[src/cache_pkg.sv]
/*
 * data cache bank definitions
 * geometry, vector types, stream payloads and the miss FSM states
 */
package cache_pkg;

    // geometry
    localparam int WORD_W          = 32;
    localparam int WORD_BYTES      = 4;
    localparam int LINE_WORDS      = 4;
    localparam int NUM_LINES       = 16;
    localparam int TAG_BITS        = 6;
    localparam int REQ_TAG_W       = 4;
    localparam int WORD_SEL_W      = $clog2(LINE_WORDS);
    localparam int LINE_IDX_W      = $clog2(NUM_LINES);
    localparam int LINE_ADDR_W     = TAG_BITS + LINE_IDX_W;

    // queues
    localparam int CRSQ_DEPTH      = 2;
    localparam int MREQ_DEPTH      = 4;
    localparam int PIPELINE_STAGES = 2;
    // leaves room for everything already in flight in the pipeline
    localparam int MREQ_ALM_FULL   = MREQ_DEPTH - PIPELINE_STAGES;

    typedef logic [WORD_W-1:0]                      word_t;
    typedef logic [LINE_WORDS-1:0][WORD_W-1:0]      line_t;
    typedef logic [WORD_SEL_W-1:0]                  word_sel_t;
    typedef logic [WORD_BYTES-1:0]                  word_byteen_t;
    typedef logic [LINE_WORDS-1:0][WORD_BYTES-1:0]  line_byteen_t;
    typedef logic [LINE_IDX_W-1:0]                  line_idx_t;
    typedef logic [TAG_BITS-1:0]                    line_tag_t;
    typedef logic [LINE_ADDR_W-1:0]                 line_addr_t;
    typedef logic [REQ_TAG_W-1:0]                   req_tag_t;

    typedef struct packed {
        logic         rw;
        line_addr_t   addr;
        word_sel_t    wsel;
        word_byteen_t byteen;
        word_t        data;
        req_tag_t     tag;
    } core_req_t;

    typedef struct packed {
        word_t    data;
        req_tag_t tag;
    } core_rsp_t;

    typedef struct packed {
        logic         rw;
        line_addr_t   addr;
        line_byteen_t byteen;
        line_t        data;
    } mem_req_t;

    // record carried through both pipeline stages
    typedef struct packed {
        logic      is_fill;
        logic      is_replay;
        core_req_t req;
        line_t     fill_line;
    } bank_op_t;

    typedef enum logic [1:0] {
        MISS_IDLE,
        MISS_WAIT_FILL,
        MISS_REPLAY
    } miss_state_t;

endpackage

[src/cache_fifo.sv]
/*
 * synchronous FIFO
 * circular buffer with occupancy count, head shown on data_out
 */
`timescale 1ns/10ps

module cache_fifo #(
    parameter int DEPTH    = 4,
    parameter int DATA_W   = 8,
    parameter int ALM_FULL = DEPTH - 1
) (
    input  logic              clk,
    input  logic              rst,
    input  logic              push,
    input  logic              pop,
    input  logic [DATA_W-1:0] data_in,
    output logic [DATA_W-1:0] data_out,
    output logic              empty,
    output logic              full,
    output logic              alm_full
);
    localparam int PTR_W = (DEPTH > 1) ? $clog2(DEPTH) : 1;
    localparam int CNT_W = $clog2(DEPTH + 1);

    logic [DATA_W-1:0] mem [DEPTH];
    logic [PTR_W-1:0]  rd_ptr;
    logic [PTR_W-1:0]  wr_ptr;
    logic [CNT_W-1:0]  count;
    logic              do_push;
    logic              do_pop;

    assign do_push = push && !full;
    assign do_pop  = pop && !empty;

    always_ff @(posedge clk) begin
        if (rst) begin
            rd_ptr <= '0;
            wr_ptr <= '0;
            count  <= '0;
        end else begin
            if (do_push) begin
                wr_ptr <= (wr_ptr == PTR_W'(DEPTH - 1)) ? '0 : wr_ptr + 1'b1;
            end
            if (do_pop) begin
                rd_ptr <= (rd_ptr == PTR_W'(DEPTH - 1)) ? '0 : rd_ptr + 1'b1;
            end
            count <= count + CNT_W'(do_push) - CNT_W'(do_pop);
        end
    end

    // storage only, the pointers qualify it
    always_ff @(posedge clk) begin
        if (do_push) begin
            mem[wr_ptr] <= data_in;
        end
    end

    assign data_out = mem[rd_ptr];
    assign empty    = (count == '0);
    assign full     = (count == CNT_W'(DEPTH));
    assign alm_full = (count >= CNT_W'(ALM_FULL));

endmodule

[src/cache_tag_store.sv]
/*
 * tag store for the direct-mapped bank
 * one valid bit and one tag per line, combinational hit lookup
 */
`timescale 1ns/10ps

module cache_tag_store (
    input  logic                  clk,
    input  logic                  rst,
    input  cache_pkg::line_idx_t  lookup_idx,
    input  cache_pkg::line_tag_t  lookup_tag,
    input  logic                  fill,
    output logic                  hit
);
    import cache_pkg::*;

    logic [NUM_LINES-1:0] valid_q;
    line_tag_t            tags_q [NUM_LINES];

    // valid bits start cleared, nothing is cached after reset
    always_ff @(posedge clk) begin
        if (rst) begin
            valid_q <= '0;
        end else if (fill) begin
            valid_q[lookup_idx] <= 1'b1;
        end
    end

    always_ff @(posedge clk) begin
        if (fill) begin
            tags_q[lookup_idx] <= lookup_tag;
        end
    end

    assign hit = valid_q[lookup_idx] && (tags_q[lookup_idx] == lookup_tag);

endmodule

[src/cache_data_store.sv]
/*
 * line data array
 * whole-line fill, byte-enabled word write, word read of the indexed line
 */
`timescale 1ns/10ps

module cache_data_store (
    input  logic                     clk,
    input  cache_pkg::line_idx_t     line_idx,
    input  logic                     fill,
    input  cache_pkg::line_t         fill_line,
    input  logic                     write,
    input  cache_pkg::word_sel_t     word_idx,
    input  cache_pkg::word_byteen_t  write_byteen,
    input  cache_pkg::word_t         write_word,
    output cache_pkg::word_t         read_word
);
    import cache_pkg::*;

    line_t lines_q [NUM_LINES];

    always_ff @(posedge clk) begin
        if (fill) begin
            lines_q[line_idx] <= fill_line;
        end else if (write) begin
            // merge only the enabled bytes of the selected word
            for (int b = 0; b < WORD_BYTES; b++) begin
                if (write_byteen[b]) begin
                    lines_q[line_idx][word_idx][b*8 +: 8] <= write_word[b*8 +: 8];
                end
            end
        end
    end

    // old contents until the write edge
    assign read_word = lines_q[line_idx][word_idx];

endmodule

[src/cache_miss_unit.sv]
/*
 * single-entry miss unit
 * holds one missed read until its fill is in, then replays it
 */
`timescale 1ns/10ps

module cache_miss_unit (
    input  logic                  clk,
    input  logic                  rst,
    input  logic                  allocate,
    input  cache_pkg::core_req_t  allocate_req,
    input  logic                  fill_fire,
    output logic                  replay_valid,
    output cache_pkg::core_req_t  replay_req,
    input  logic                  replay_ready,
    output logic                  busy
);
    import cache_pkg::*;

    miss_state_t state_q;
    miss_state_t state_d;
    core_req_t   req_q;

    always_comb begin
        state_d = state_q;
        case (state_q)
            MISS_IDLE: begin
                if (allocate) begin
                    state_d = MISS_WAIT_FILL;
                end
            end
            MISS_WAIT_FILL: begin
                // line is written by the fill one cycle ahead of the replay
                if (fill_fire) begin
                    state_d = MISS_REPLAY;
                end
            end
            MISS_REPLAY: begin
                if (replay_ready) begin
                    state_d = MISS_IDLE;
                end
            end
            default: state_d = MISS_IDLE;
        endcase
    end

    always_ff @(posedge clk) begin
        if (rst) begin
            state_q <= MISS_IDLE;
        end else begin
            state_q <= state_d;
        end
    end

    always_ff @(posedge clk) begin
        if (allocate && (state_q == MISS_IDLE)) begin
            req_q <= allocate_req;
        end
    end

    assign replay_valid = (state_q == MISS_REPLAY);
    assign replay_req   = req_q;
    assign busy         = (state_q != MISS_IDLE);

endmodule

[src/cache_bank.sv]
/*
 * direct-mapped write-through data cache bank
 * two-stage pipeline, single outstanding miss, no allocate on write
 * core and memory sides are valid/ready streams
 */
`timescale 1ns/10ps

module cache_bank (
    input  logic                  clk,
    input  logic                  rst,
    input  logic                  core_req_valid,
    input  cache_pkg::core_req_t  core_req,
    output logic                  core_req_ready,
    output logic                  core_rsp_valid,
    output cache_pkg::core_rsp_t  core_rsp,
    input  logic                  core_rsp_ready,
    output logic                  mem_req_valid,
    output cache_pkg::mem_req_t   mem_req,
    input  logic                  mem_req_ready,
    input  logic                  mem_rsp_valid,
    input  cache_pkg::line_t      mem_rsp_data,
    output logic                  mem_rsp_ready
);
    import cache_pkg::*;

    logic         init_done;
    logic         replay_valid;
    logic         replay_ready;
    core_req_t    replay_req;
    logic         miss_busy;
    logic         allocate;
    logic         replay_fire;
    logic         fill_fire;
    logic         creq_fire;
    logic         sel_valid;
    bank_op_t     sel_op;
    logic         st0_valid;
    logic         st1_valid;
    bank_op_t     st0_op;
    bank_op_t     st1_op;
    line_idx_t    st0_idx;
    line_tag_t    st0_tag;
    logic         hit_st0;
    word_t        rdata_st0;
    logic         st1_hit;
    word_t        st1_rdata;
    logic         read_st0;
    logic         read_st1;
    logic         write_st1;
    logic         stall;
    logic         crsp_push;
    logic         crsp_full;
    logic         crsp_empty;
    core_rsp_t    crsp_in;
    logic         mreq_push;
    logic         mreq_empty;
    logic         mreq_alm_full;
    mem_req_t     mreq_in;
    line_byteen_t wt_byteen;

    // holds core requests off during and right after reset
    always_ff @(posedge clk) begin
        if (rst) begin
            init_done <= 1'b0;
        end else begin
            init_done <= 1'b1;
        end
    end

    assign read_st0  = st0_valid && !st0_op.is_fill && !st0_op.req.rw;
    assign read_st1  = st1_valid && !st1_op.is_fill && !st1_op.req.rw;
    assign write_st1 = st1_valid && !st1_op.is_fill && st1_op.req.rw;

    // only a read hit waiting on a full response queue freezes the pipe
    assign stall = read_st1 && st1_hit && crsp_full;

    // input arbitration: replay, then fill, then core
    assign replay_ready   = !stall;
    assign mem_rsp_ready  = !replay_valid && !mreq_alm_full && !stall;
    assign core_req_ready = init_done && !replay_valid && !mem_rsp_valid && !miss_busy
                         && !read_st0 && !read_st1 && !mreq_alm_full && !stall;

    assign replay_fire = replay_valid && replay_ready;
    assign fill_fire   = mem_rsp_valid && mem_rsp_ready;
    assign creq_fire   = core_req_valid && core_req_ready;
    assign sel_valid   = replay_fire || fill_fire || creq_fire;

    always_comb begin
        sel_op = '0;
        if (replay_valid) begin
            sel_op.is_replay = 1'b1;
            sel_op.req       = replay_req;
        end else if (mem_rsp_valid) begin
            // only one fill is outstanding, its address sits in the miss unit
            sel_op.is_fill   = 1'b1;
            sel_op.req.addr  = replay_req.addr;
            sel_op.fill_line = mem_rsp_data;
        end else begin
            sel_op.req = core_req;
        end
    end

    always_ff @(posedge clk) begin
        if (rst) begin
            st0_valid <= 1'b0;
            st1_valid <= 1'b0;
        end else if (!stall) begin
            st0_valid <= sel_valid;
            st1_valid <= st0_valid;
        end
    end

    always_ff @(posedge clk) begin
        if (!stall) begin
            st0_op    <= sel_op;
            st1_op    <= st0_op;
            st1_hit   <= hit_st0;
            st1_rdata <= rdata_st0;
        end
    end

    // stage 0 lookup and store updates
    assign st0_idx = st0_op.req.addr[LINE_IDX_W-1:0];
    assign st0_tag = st0_op.req.addr[LINE_ADDR_W-1:LINE_IDX_W];

    cache_tag_store tag_store (
        .clk        (clk),
        .rst        (rst),
        .lookup_idx (st0_idx),
        .lookup_tag (st0_tag),
        .fill       (st0_valid && st0_op.is_fill && !stall),
        .hit        (hit_st0)
    );

    cache_data_store data_store (
        .clk          (clk),
        .line_idx     (st0_idx),
        .fill         (st0_valid && st0_op.is_fill && !stall),
        .fill_line    (st0_op.fill_line),
        .write        (st0_valid && !st0_op.is_fill && st0_op.req.rw && hit_st0 && !stall),
        .word_idx     (st0_op.req.wsel),
        .write_byteen (st0_op.req.byteen),
        .write_word   (st0_op.req.data),
        .read_word    (rdata_st0)
    );

    // a replay never misses, so only first-time reads allocate
    assign allocate = read_st1 && !st1_hit && !st1_op.is_replay;

    cache_miss_unit miss_unit (
        .clk          (clk),
        .rst          (rst),
        .allocate     (allocate),
        .allocate_req (st1_op.req),
        .fill_fire    (fill_fire),
        .replay_valid (replay_valid),
        .replay_req   (replay_req),
        .replay_ready (replay_ready),
        .busy         (miss_busy)
    );

    // core responses
    assign crsp_push    = read_st1 && st1_hit && !stall;
    assign crsp_in.data = st1_rdata;
    assign crsp_in.tag  = st1_op.req.tag;

    cache_fifo #(
        .DEPTH    (CRSQ_DEPTH),
        .DATA_W   ($bits(core_rsp_t)),
        .ALM_FULL (CRSQ_DEPTH)
    ) core_rsp_queue (
        .clk      (clk),
        .rst      (rst),
        .push     (crsp_push),
        .pop      (core_rsp_valid && core_rsp_ready),
        .data_in  (crsp_in),
        .data_out (core_rsp),
        .empty    (crsp_empty),
        .full     (crsp_full),
        .alm_full ()
    );

    assign core_rsp_valid = !crsp_empty;

    // write-through enables only the bytes of the selected word
    always_comb begin
        for (int w = 0; w < LINE_WORDS; w++) begin
            wt_byteen[w] = (word_sel_t'(w) == st1_op.req.wsel) ? st1_op.req.byteen : '0;
        end
    end

    // fill request on a read miss, memory write for every core write
    assign mreq_push      = (read_st1 && !st1_hit) || write_st1;
    assign mreq_in.rw     = st1_op.req.rw;
    assign mreq_in.addr   = st1_op.req.addr;
    assign mreq_in.byteen = st1_op.req.rw ? wt_byteen : '1;
    assign mreq_in.data   = {LINE_WORDS{st1_op.req.data}};

    cache_fifo #(
        .DEPTH    (MREQ_DEPTH),
        .DATA_W   ($bits(mem_req_t)),
        .ALM_FULL (MREQ_ALM_FULL)
    ) mem_req_queue (
        .clk      (clk),
        .rst      (rst),
        .push     (mreq_push),
        .pop      (mem_req_valid && mem_req_ready),
        .data_in  (mreq_in),
        .data_out (mem_req),
        .empty    (mreq_empty),
        .full     (),
        .alm_full (mreq_alm_full)
    );

    assign mem_req_valid = !mreq_empty;

endmodule

[config.mk]
export PLATFORM = sky130hd
export DESIGN_NAME = cache_bank
export DESIGN_NICKNAME = d
export VERILOG_FILES = /design/src/cache_pkg.sv /design/src/cache_fifo.sv /design/src/cache_tag_store.sv /design/src/cache_data_store.sv /design/src/cache_miss_unit.sv /design/src/cache_bank.sv
export SDC_FILE = /design/constraint.sdc
export NUM_CORES = 2
export LEC_CHECK = 0
export BUFFER_PORTS_ARGS = -buffer_cell sky130_fd_sc_hd__buf_2
export CORE_ASPECT_RATIO = 0.75
export CORE_MARGIN = 2
export CORE_UTILIZATION = 31
export CTS_CLUSTER_DIAMETER = 60
export DETAILED_ROUTE_END_ITERATION = 6
export PLACE_DENSITY_LB_ADDON = 0.15
export REMOVE_ABC_BUFFERS = 1
export SETUP_SLACK_MARGIN = 0.4
export SLEW_MARGIN = 0
export SYNTH_ARGS = -nofsm -noshare
export SYNTH_HDL_FRONTEND = slang
export SYNTH_HIERARCHICAL = 1
export SYNTH_SLANG_ARGS = --single-unit
[constraint.sdc]
create_clock -name clk -period 9.7 [get_ports clk]
set_clock_uncertainty 0.1 [all_clocks]
set_input_delay 0.485 -clock clk [delete_from_list [all_inputs] [get_ports clk]]
set_output_delay 0.485 -clock clk [all_outputs]
set_load 0.005 [all_outputs]
-- After elaboration in Yosys (flattened, before gate mapping)
Memory sizes are Yosys's and may differ from the RTL's. A register that Yosys moved wholly into a read port is not among the register bits.
Cells that the tools add are included.
W data, S select, Z words.
- add/sub/neg operators: 8
- magnitude comparators: 5
- equal/unequal tests: 13
- muxes and demuxes: 574
- bitwise logic cells: 514
- reduce and logical (&&, ||, !) cells: 64
- operators with widths (operator ; number):
    $mux W1 ; 540
    $mux W128 ; 4
    $or A1 B1 Y1 ; 512
    $demux W32 S2 ; 4
    $bmux W32 S2 ; 1
    $mux W32 ; 2
    $mux W53 ; 1
    $mux W42 ; 1
    $logic_and A1 B1 Y1 ; 37
    $mux W16 ; 2
    $mux W24 ; 1
    $mux W4 ; 6
    $logic_not A1 Y1 ; 17
    $or A16 B16 Y16 ; 1
    $mux W2 ; 7
    $mux W10 ; 1
    $eq A2 B2 Y1 const B ; 4
    $mux W8 ; 1
    $eq A6 B6 Y1 ; 1
    $logic_not A2 Y1 ; 3
    $pmux W2 S3 ; 1
    $lt A4 B5 Y1 const B ; 1
    $add A2 B1 Y2 const B ; 2
    $bmux W1 S4 ; 1
    22 further kinds ; 27
- register bits: 356
- memory bits (writable): 2836
- bits of input ports: 187
- output and inout bits: 195
- logic and storage cells: 1221
- memories: 4
- memories (name ; words ; width ; rd ports ; clocked after memory_dff ; write ports ; line ; source):
    data_store.lines_q ; 16 ; 128 ; 1 ; 1 ; 1 ; cache_data_store.sv:20 ; line_t lines_q [NUM_LINES];
    mem_req_queue.mem ; 4 ; 155 ; 1 ; 1 ; 1 ; cache_fifo.sv:25 ; logic [DATA_W-1:0] mem [DEPTH];
    tag_store.tags_q ; 16 ; 6 ; 1 ; 1 ; 1 ; cache_tag_store.sv:18 ; line_tag_t tags_q [NUM_LINES];
    core_rsp_queue.mem ; 2 ; 36 ; 1 ; 1 ; 1 ; cache_fifo.sv:25 ;

-- Longest topological paths before layout
- word-level depth: 14
- mapped depth: 16
- mapped depth without buffers: 12

-- Hierarchy
The synthesis kept the hierarchy.
- modules (own cells, without submodules) (module ; times used ; cells an instance ; area each (sq um) ; seq. area each (sq um)):
    cache_data_store ; 1 ; 3647 ; 79563.8 ; 61499.0
    cache_fifo at mem_req_queue ; 1 ; 861 ; 22811.9 ; 18798.0
    cache_bank ; 1 ; 547 ; 9943.3 ; 8197.9
    cache_tag_store ; 1 ; 246 ; 4456.8 ; 3203.1
    cache_fifo at core_rsp_queue ; 1 ; 143 ; 2856.5 ; 2262.2
    cache_miss_unit ; 1 ; 65 ; 1694.1 ; 1631.6

-- Least setup slack after synthesis
OpenSTA, ideal clock, no wires.
- kind: reg-to-reg
- start point: register st1_op (netlist bit mreq_in[154])
- end point: memory data_store/lines_q[0][48] (netlist bit) (enable)
- setup time: 0.370 ns
- arrival: 8.293 ns
- required time: 9.230 ns
- path slack: 0.937 ns
- cell stages (with the launch flop): 12
- buffers on the path: 2
- clock period less this slack: 8.763 ns
- cells stage by stage: edfxtp_1 buf_2 nor3b_4 and3_1 inv_1 nand2_1 nor3_1 nand3b_1 nor2_1 nor2_1 clkbuf_1 nor2_1
- longest elaborated chain between the ends: 13
- elaborated cells on any way between the ends: 25
- those cells by class: mux: 14; bitwise: 4; reduce/logical: 7
- RTL lines (item ; line ; source):
    from (decl) ; cache_bank.sv:40 ; bank_op_t st1_op;
    from (signal assigned) ; cache_bank.sv:116 ; st1_op <= st0_op;
    $logic_not A1 Y1 (*) ; cache_bank.sv:71 ; assign read_st1 = st1_valid && !st1_op.is_fill && !st1_op.req.rw;
    $logic_and A1 B1 Y1 (*) ; cache_bank.sv:71 ;
    $logic_and A1 B1 Y1 (*) (2 in a row) ; cache_bank.sv:75 ; assign stall = read_st1 && st1_hit && crsp_full;
    $logic_not A1 Y1 (*) ; - ;
    via replay_ready ; cache_bank.sv:28 ; logic replay_ready;
    $logic_and A1 B1 Y1 ; cache_bank.sv:140 ; .write (st0_valid && !st0_op.is_fill && st0_op.req.rw && hit_st0 && !stall),
    $mux W1 ; cache_data_store.sv:25 ; end else if (write) begin
    $mux W1 ; cache_data_store.sv:23 ; if (fill) begin
    $mux W128 (implied by the code) ; cache_data_store.sv:29 ; lines_q[line_idx][word_idx][b*8 +: 8] <= write_word[b*8 +: 8];
    $or A1 B1 Y1 (no line) (3 in a row) ; - ;
    $or A1 B1 Y1 (no line) (*) ; - ;
    to (decl) ; cache_data_store.sv:20 ;
The timed path passes the listed nets; every way through them passes the cells marked *.

-- Worst setup path in the final report
- start point: register st0_op (netlist bit st0_idx[0])
- end point: memory data_store/lines_q[2][90] (netlist bit) (enable)
- longest elaborated chain between the ends: 12
- elaborated cells on any way between the ends: 21
- those cells by class: mux: 14; bitwise: 4; reduce/logical: 3
- RTL lines (item ; line ; source):
    from (decl) ; cache_bank.sv:39 ; bank_op_t st0_op;
    from (signal assigned) ; cache_bank.sv:115 ; st0_op <= sel_op;
    $bmux W1 S4 (*) ; cache_tag_store.sv:35 ; assign hit = valid_q[lookup_idx] && (tags_q[lookup_idx] == lookup_tag);
    $mux W1 (implied by the code) (*) ; cache_tag_store.sv:35 ;
    $logic_and A1 B1 Y1 (*) ; cache_tag_store.sv:35 ;
    via hit_st0 ; cache_bank.sv:43 ; logic hit_st0;
    $logic_and A1 B1 Y1 (*) (2 in a row) ; cache_bank.sv:140 ;
    $mux W1 ; cache_data_store.sv:25 ;
    $mux W1 ; cache_data_store.sv:23 ;
    $mux W128 (implied by the code) ; cache_data_store.sv:29 ;
    $or A1 B1 Y1 (no line) (3 in a row) ; - ;
    $or A1 B1 Y1 (no line) (*) ; - ;
The timed path passes the listed nets; every way through them passes the cells marked *. The select of a mux whose other input is x is not followed.

==> run_results.csv <==
group,metric,value,unit
outcome,outcome,"completed",
cts,cts_tree,"built",
timing,fin_crit_sh,67.5,%
synthesis,syn_inst,5507,
power_and_ir_drop,p_leak,0.0451,uW
placement,gp_congestion,0.765,
cts,numCtsBuffers,338,
synthesis,syn_avg_cell_area,22.0,um2
timing,period_minus_slack,6.55,ns
route,dr_total_vias,59100,
final_layout,final_area,142000,um2
floorplanning,die_h,546,um
power_and_ir_drop,power.density,212,nW/um2
cts,cts.sinks,3195,
timing,tns,0,ns
timing,max_slew.worst_pin.slew,1.30,ns
route,vias_per_cell,5.06,
timing,setup_slack,3.15,ns
placement,io_buffers,381,
cts,cts_resized,0,
final_layout,final_cells,11700,
cts,cts_root_buf,"clkbuf_16",
worst_setup_path,cp.required,10.09,ns
final_layout,fin_nets,6409,
grt,grt_pass1_wl,486000,um
route,finalWirelength,349000,um
synthesis,yosysWarnings,6,
timing,setup_viol,0,
worst_hold_path,holdCritPathClass,"input port to register",
placement,preCtsSetupSlack,3.07,ns
synthesis,synth_area,121000,um2
grt,grt_remaining_overflow,0,
timing,finalHoldViolCount,0,
worst_setup_path,crit_type,"register to register",
placement,hpwl,220000,um
grt,antenna_found_initial,41,
floorplanning,dieWidth,726,um
final_layout,syn_to_final_growth,17.2,%
grt,gr-usage-all-layers,17.2,%
cts,cts.clk_slew.worst_paths,0.06,ns
worst_setup_path,path_max_fanout,37,
route,dr.pass1.iters,5,
grt,grt_max_degree,135,
job,maxCapViolCount,0,
floorplanning,dieArea,396000,um2
worst_setup_path,critPathCaptureType,"register",
route,drc,0,
timing,slew_violations,0,
grt,grt_pass1_vias,60000,
floorplanning,initial_core_util,31.2,%
floorplanning,row_count,198,
placement,dp.cells,10900,
worst_setup_path,r2r_slack,3.15,ns
route,detail_route.wl_per_cell,29.9,um
route,postRouteAntennaNets,0,
timing,max_slew_margin,13.1,%
route,drt_iter0_markers,5790,
final_layout,drive_gt1_share,29.2,%
placement,placed_cell_area,129000,um2
floorplanning,core,389000,um2
cts,clk_path_buf_depth,4,
power_and_ir_drop,vdd.ir_drop.worst,0.133,mV
timing,max_freq,153,MHz
worst_setup_path,startpoint_type,"register",
cts,h-tree-depth,5,
timing,finalHoldWorstSlack,0.0765,ns
floorplanning,io_pins,382,
cts,clk_latency,0.90,ns
timing,rsz0062_at_grt,"false",
worst_setup_path,worstPathArrival,6.94,ns
## per-layer routing
metal / global-route usage (%) / up-vias / wire length (um)
met3: 2.87 / 397 / 21000
met5: 0 / - / 0
met1: 25.3 / 32200 / 159000
li1: - / 24400 / -
met4: 3.36 / 0 / 6440
met2: 26.9 / 2076 / 162000
## per-stage QoR
stage	util, %	power (uW)
finish	36.6	30100
CTS	36.6	30500
detailed placement	33.3	17500
global placement	33.3	17400
floorplan	-	17200
global route	36.6	31200
## sequential cells by signal, indices dropped and copies added, names as in the netlist, 4 cells and up, named ones only
register and flops:
st1_op 8, tag_store/tags_q 96, mem_req_queue/mem 620, miss_unit/replay_req 53
mreq_in 43, st0_idx 4, st0_op 179, tag_store/valid_q 16
core_rsp_queue/mem 72, st1_rdata 32, data_store/lines_q 2048, crsp_in 4
## layout by cell type (no fill, tap or decap), types with 5 or more instances in the layout
master         instances
nor2b_1               13
clkinv_8               6
ha_1                   9
mux4_2               693
nand2_4                5
diode_2               11
nor2_1               343
nand2_1               34
a22oi_1              256
clkbuf_8               9
o21ai_0                5
inv_1                 13
dfxtp_1               32
nor3_1                 7
or4_1                 32
clkbuf_16            345
nand3_1               10
buf_4                 92
xor2_1                 5
clkinvlp_4            12
dlygate4sd3_1        183
buf_2                381
bufinv_16             34
clkinv_1              55
inv_6                 13
nand3b_1               8
a22o_1                43
clkbuf_1              65
mux2i_1                9
nand2_2                8
clkinv_2              47
buf_12                12
and2_1               128
mux2_2               178
a21oi_1              134
edfxtp_1            3160
## power by group
part | switching (uW) | total (uW) | internal (uW) | leakage [uW]
clock network | 5450 | 13000 | 7510 | 0.00531
registers | 199 | 15600 | 15400 | 0.0298
logic | 975 | 1560 | 589 | 0.0100
## worst max-delay path, stage by stage (launching register included)
cell and delay, ns:
edfxtp_1 0.94, buf_4 0.73, o21ai_0 0.22, o22ai_1 0.23, xnor2_1 0.18, nand3_1 0.15
nor4_2 0.36, nand2_1 0.15, nor3_2 0.15, buf_4 0.28, nand3b_1 0.44, nor2_1 0.82
nor2_1 0.53, nor2_1 0.78
## repair_timing
action / 4_1_cts / 5_1_grt
endpoints found under the hold margin: 199 / 0
hold buffers: 183 / 0
setup buffers: 0 / 0
## worst paths after layout
path,startpoint,to,cells past startpoint
worst min register to register,st0_op[128],crsp_in[0],0
worst max register to register,st0_idx[0],data_store/lines_q[2][90],13
worst min-delay path,mem_rsp_data[61],st0_op[61],2
worst max-delay path,st0_idx[0],data_store/lines_q[2][90],13
## area by class of cell
cell class	instances	area (um2)
diodes	11	27.5
clock buffers	419	9000
clock inverters	176	1910
fillers	35500	247000
inverters	15	65.1
multi-input cells	1994	24400
flip-flops and latches	3195	95600
well taps	5200	6510
repair buffers	668	4670
(Power assumes the default switching activity.)
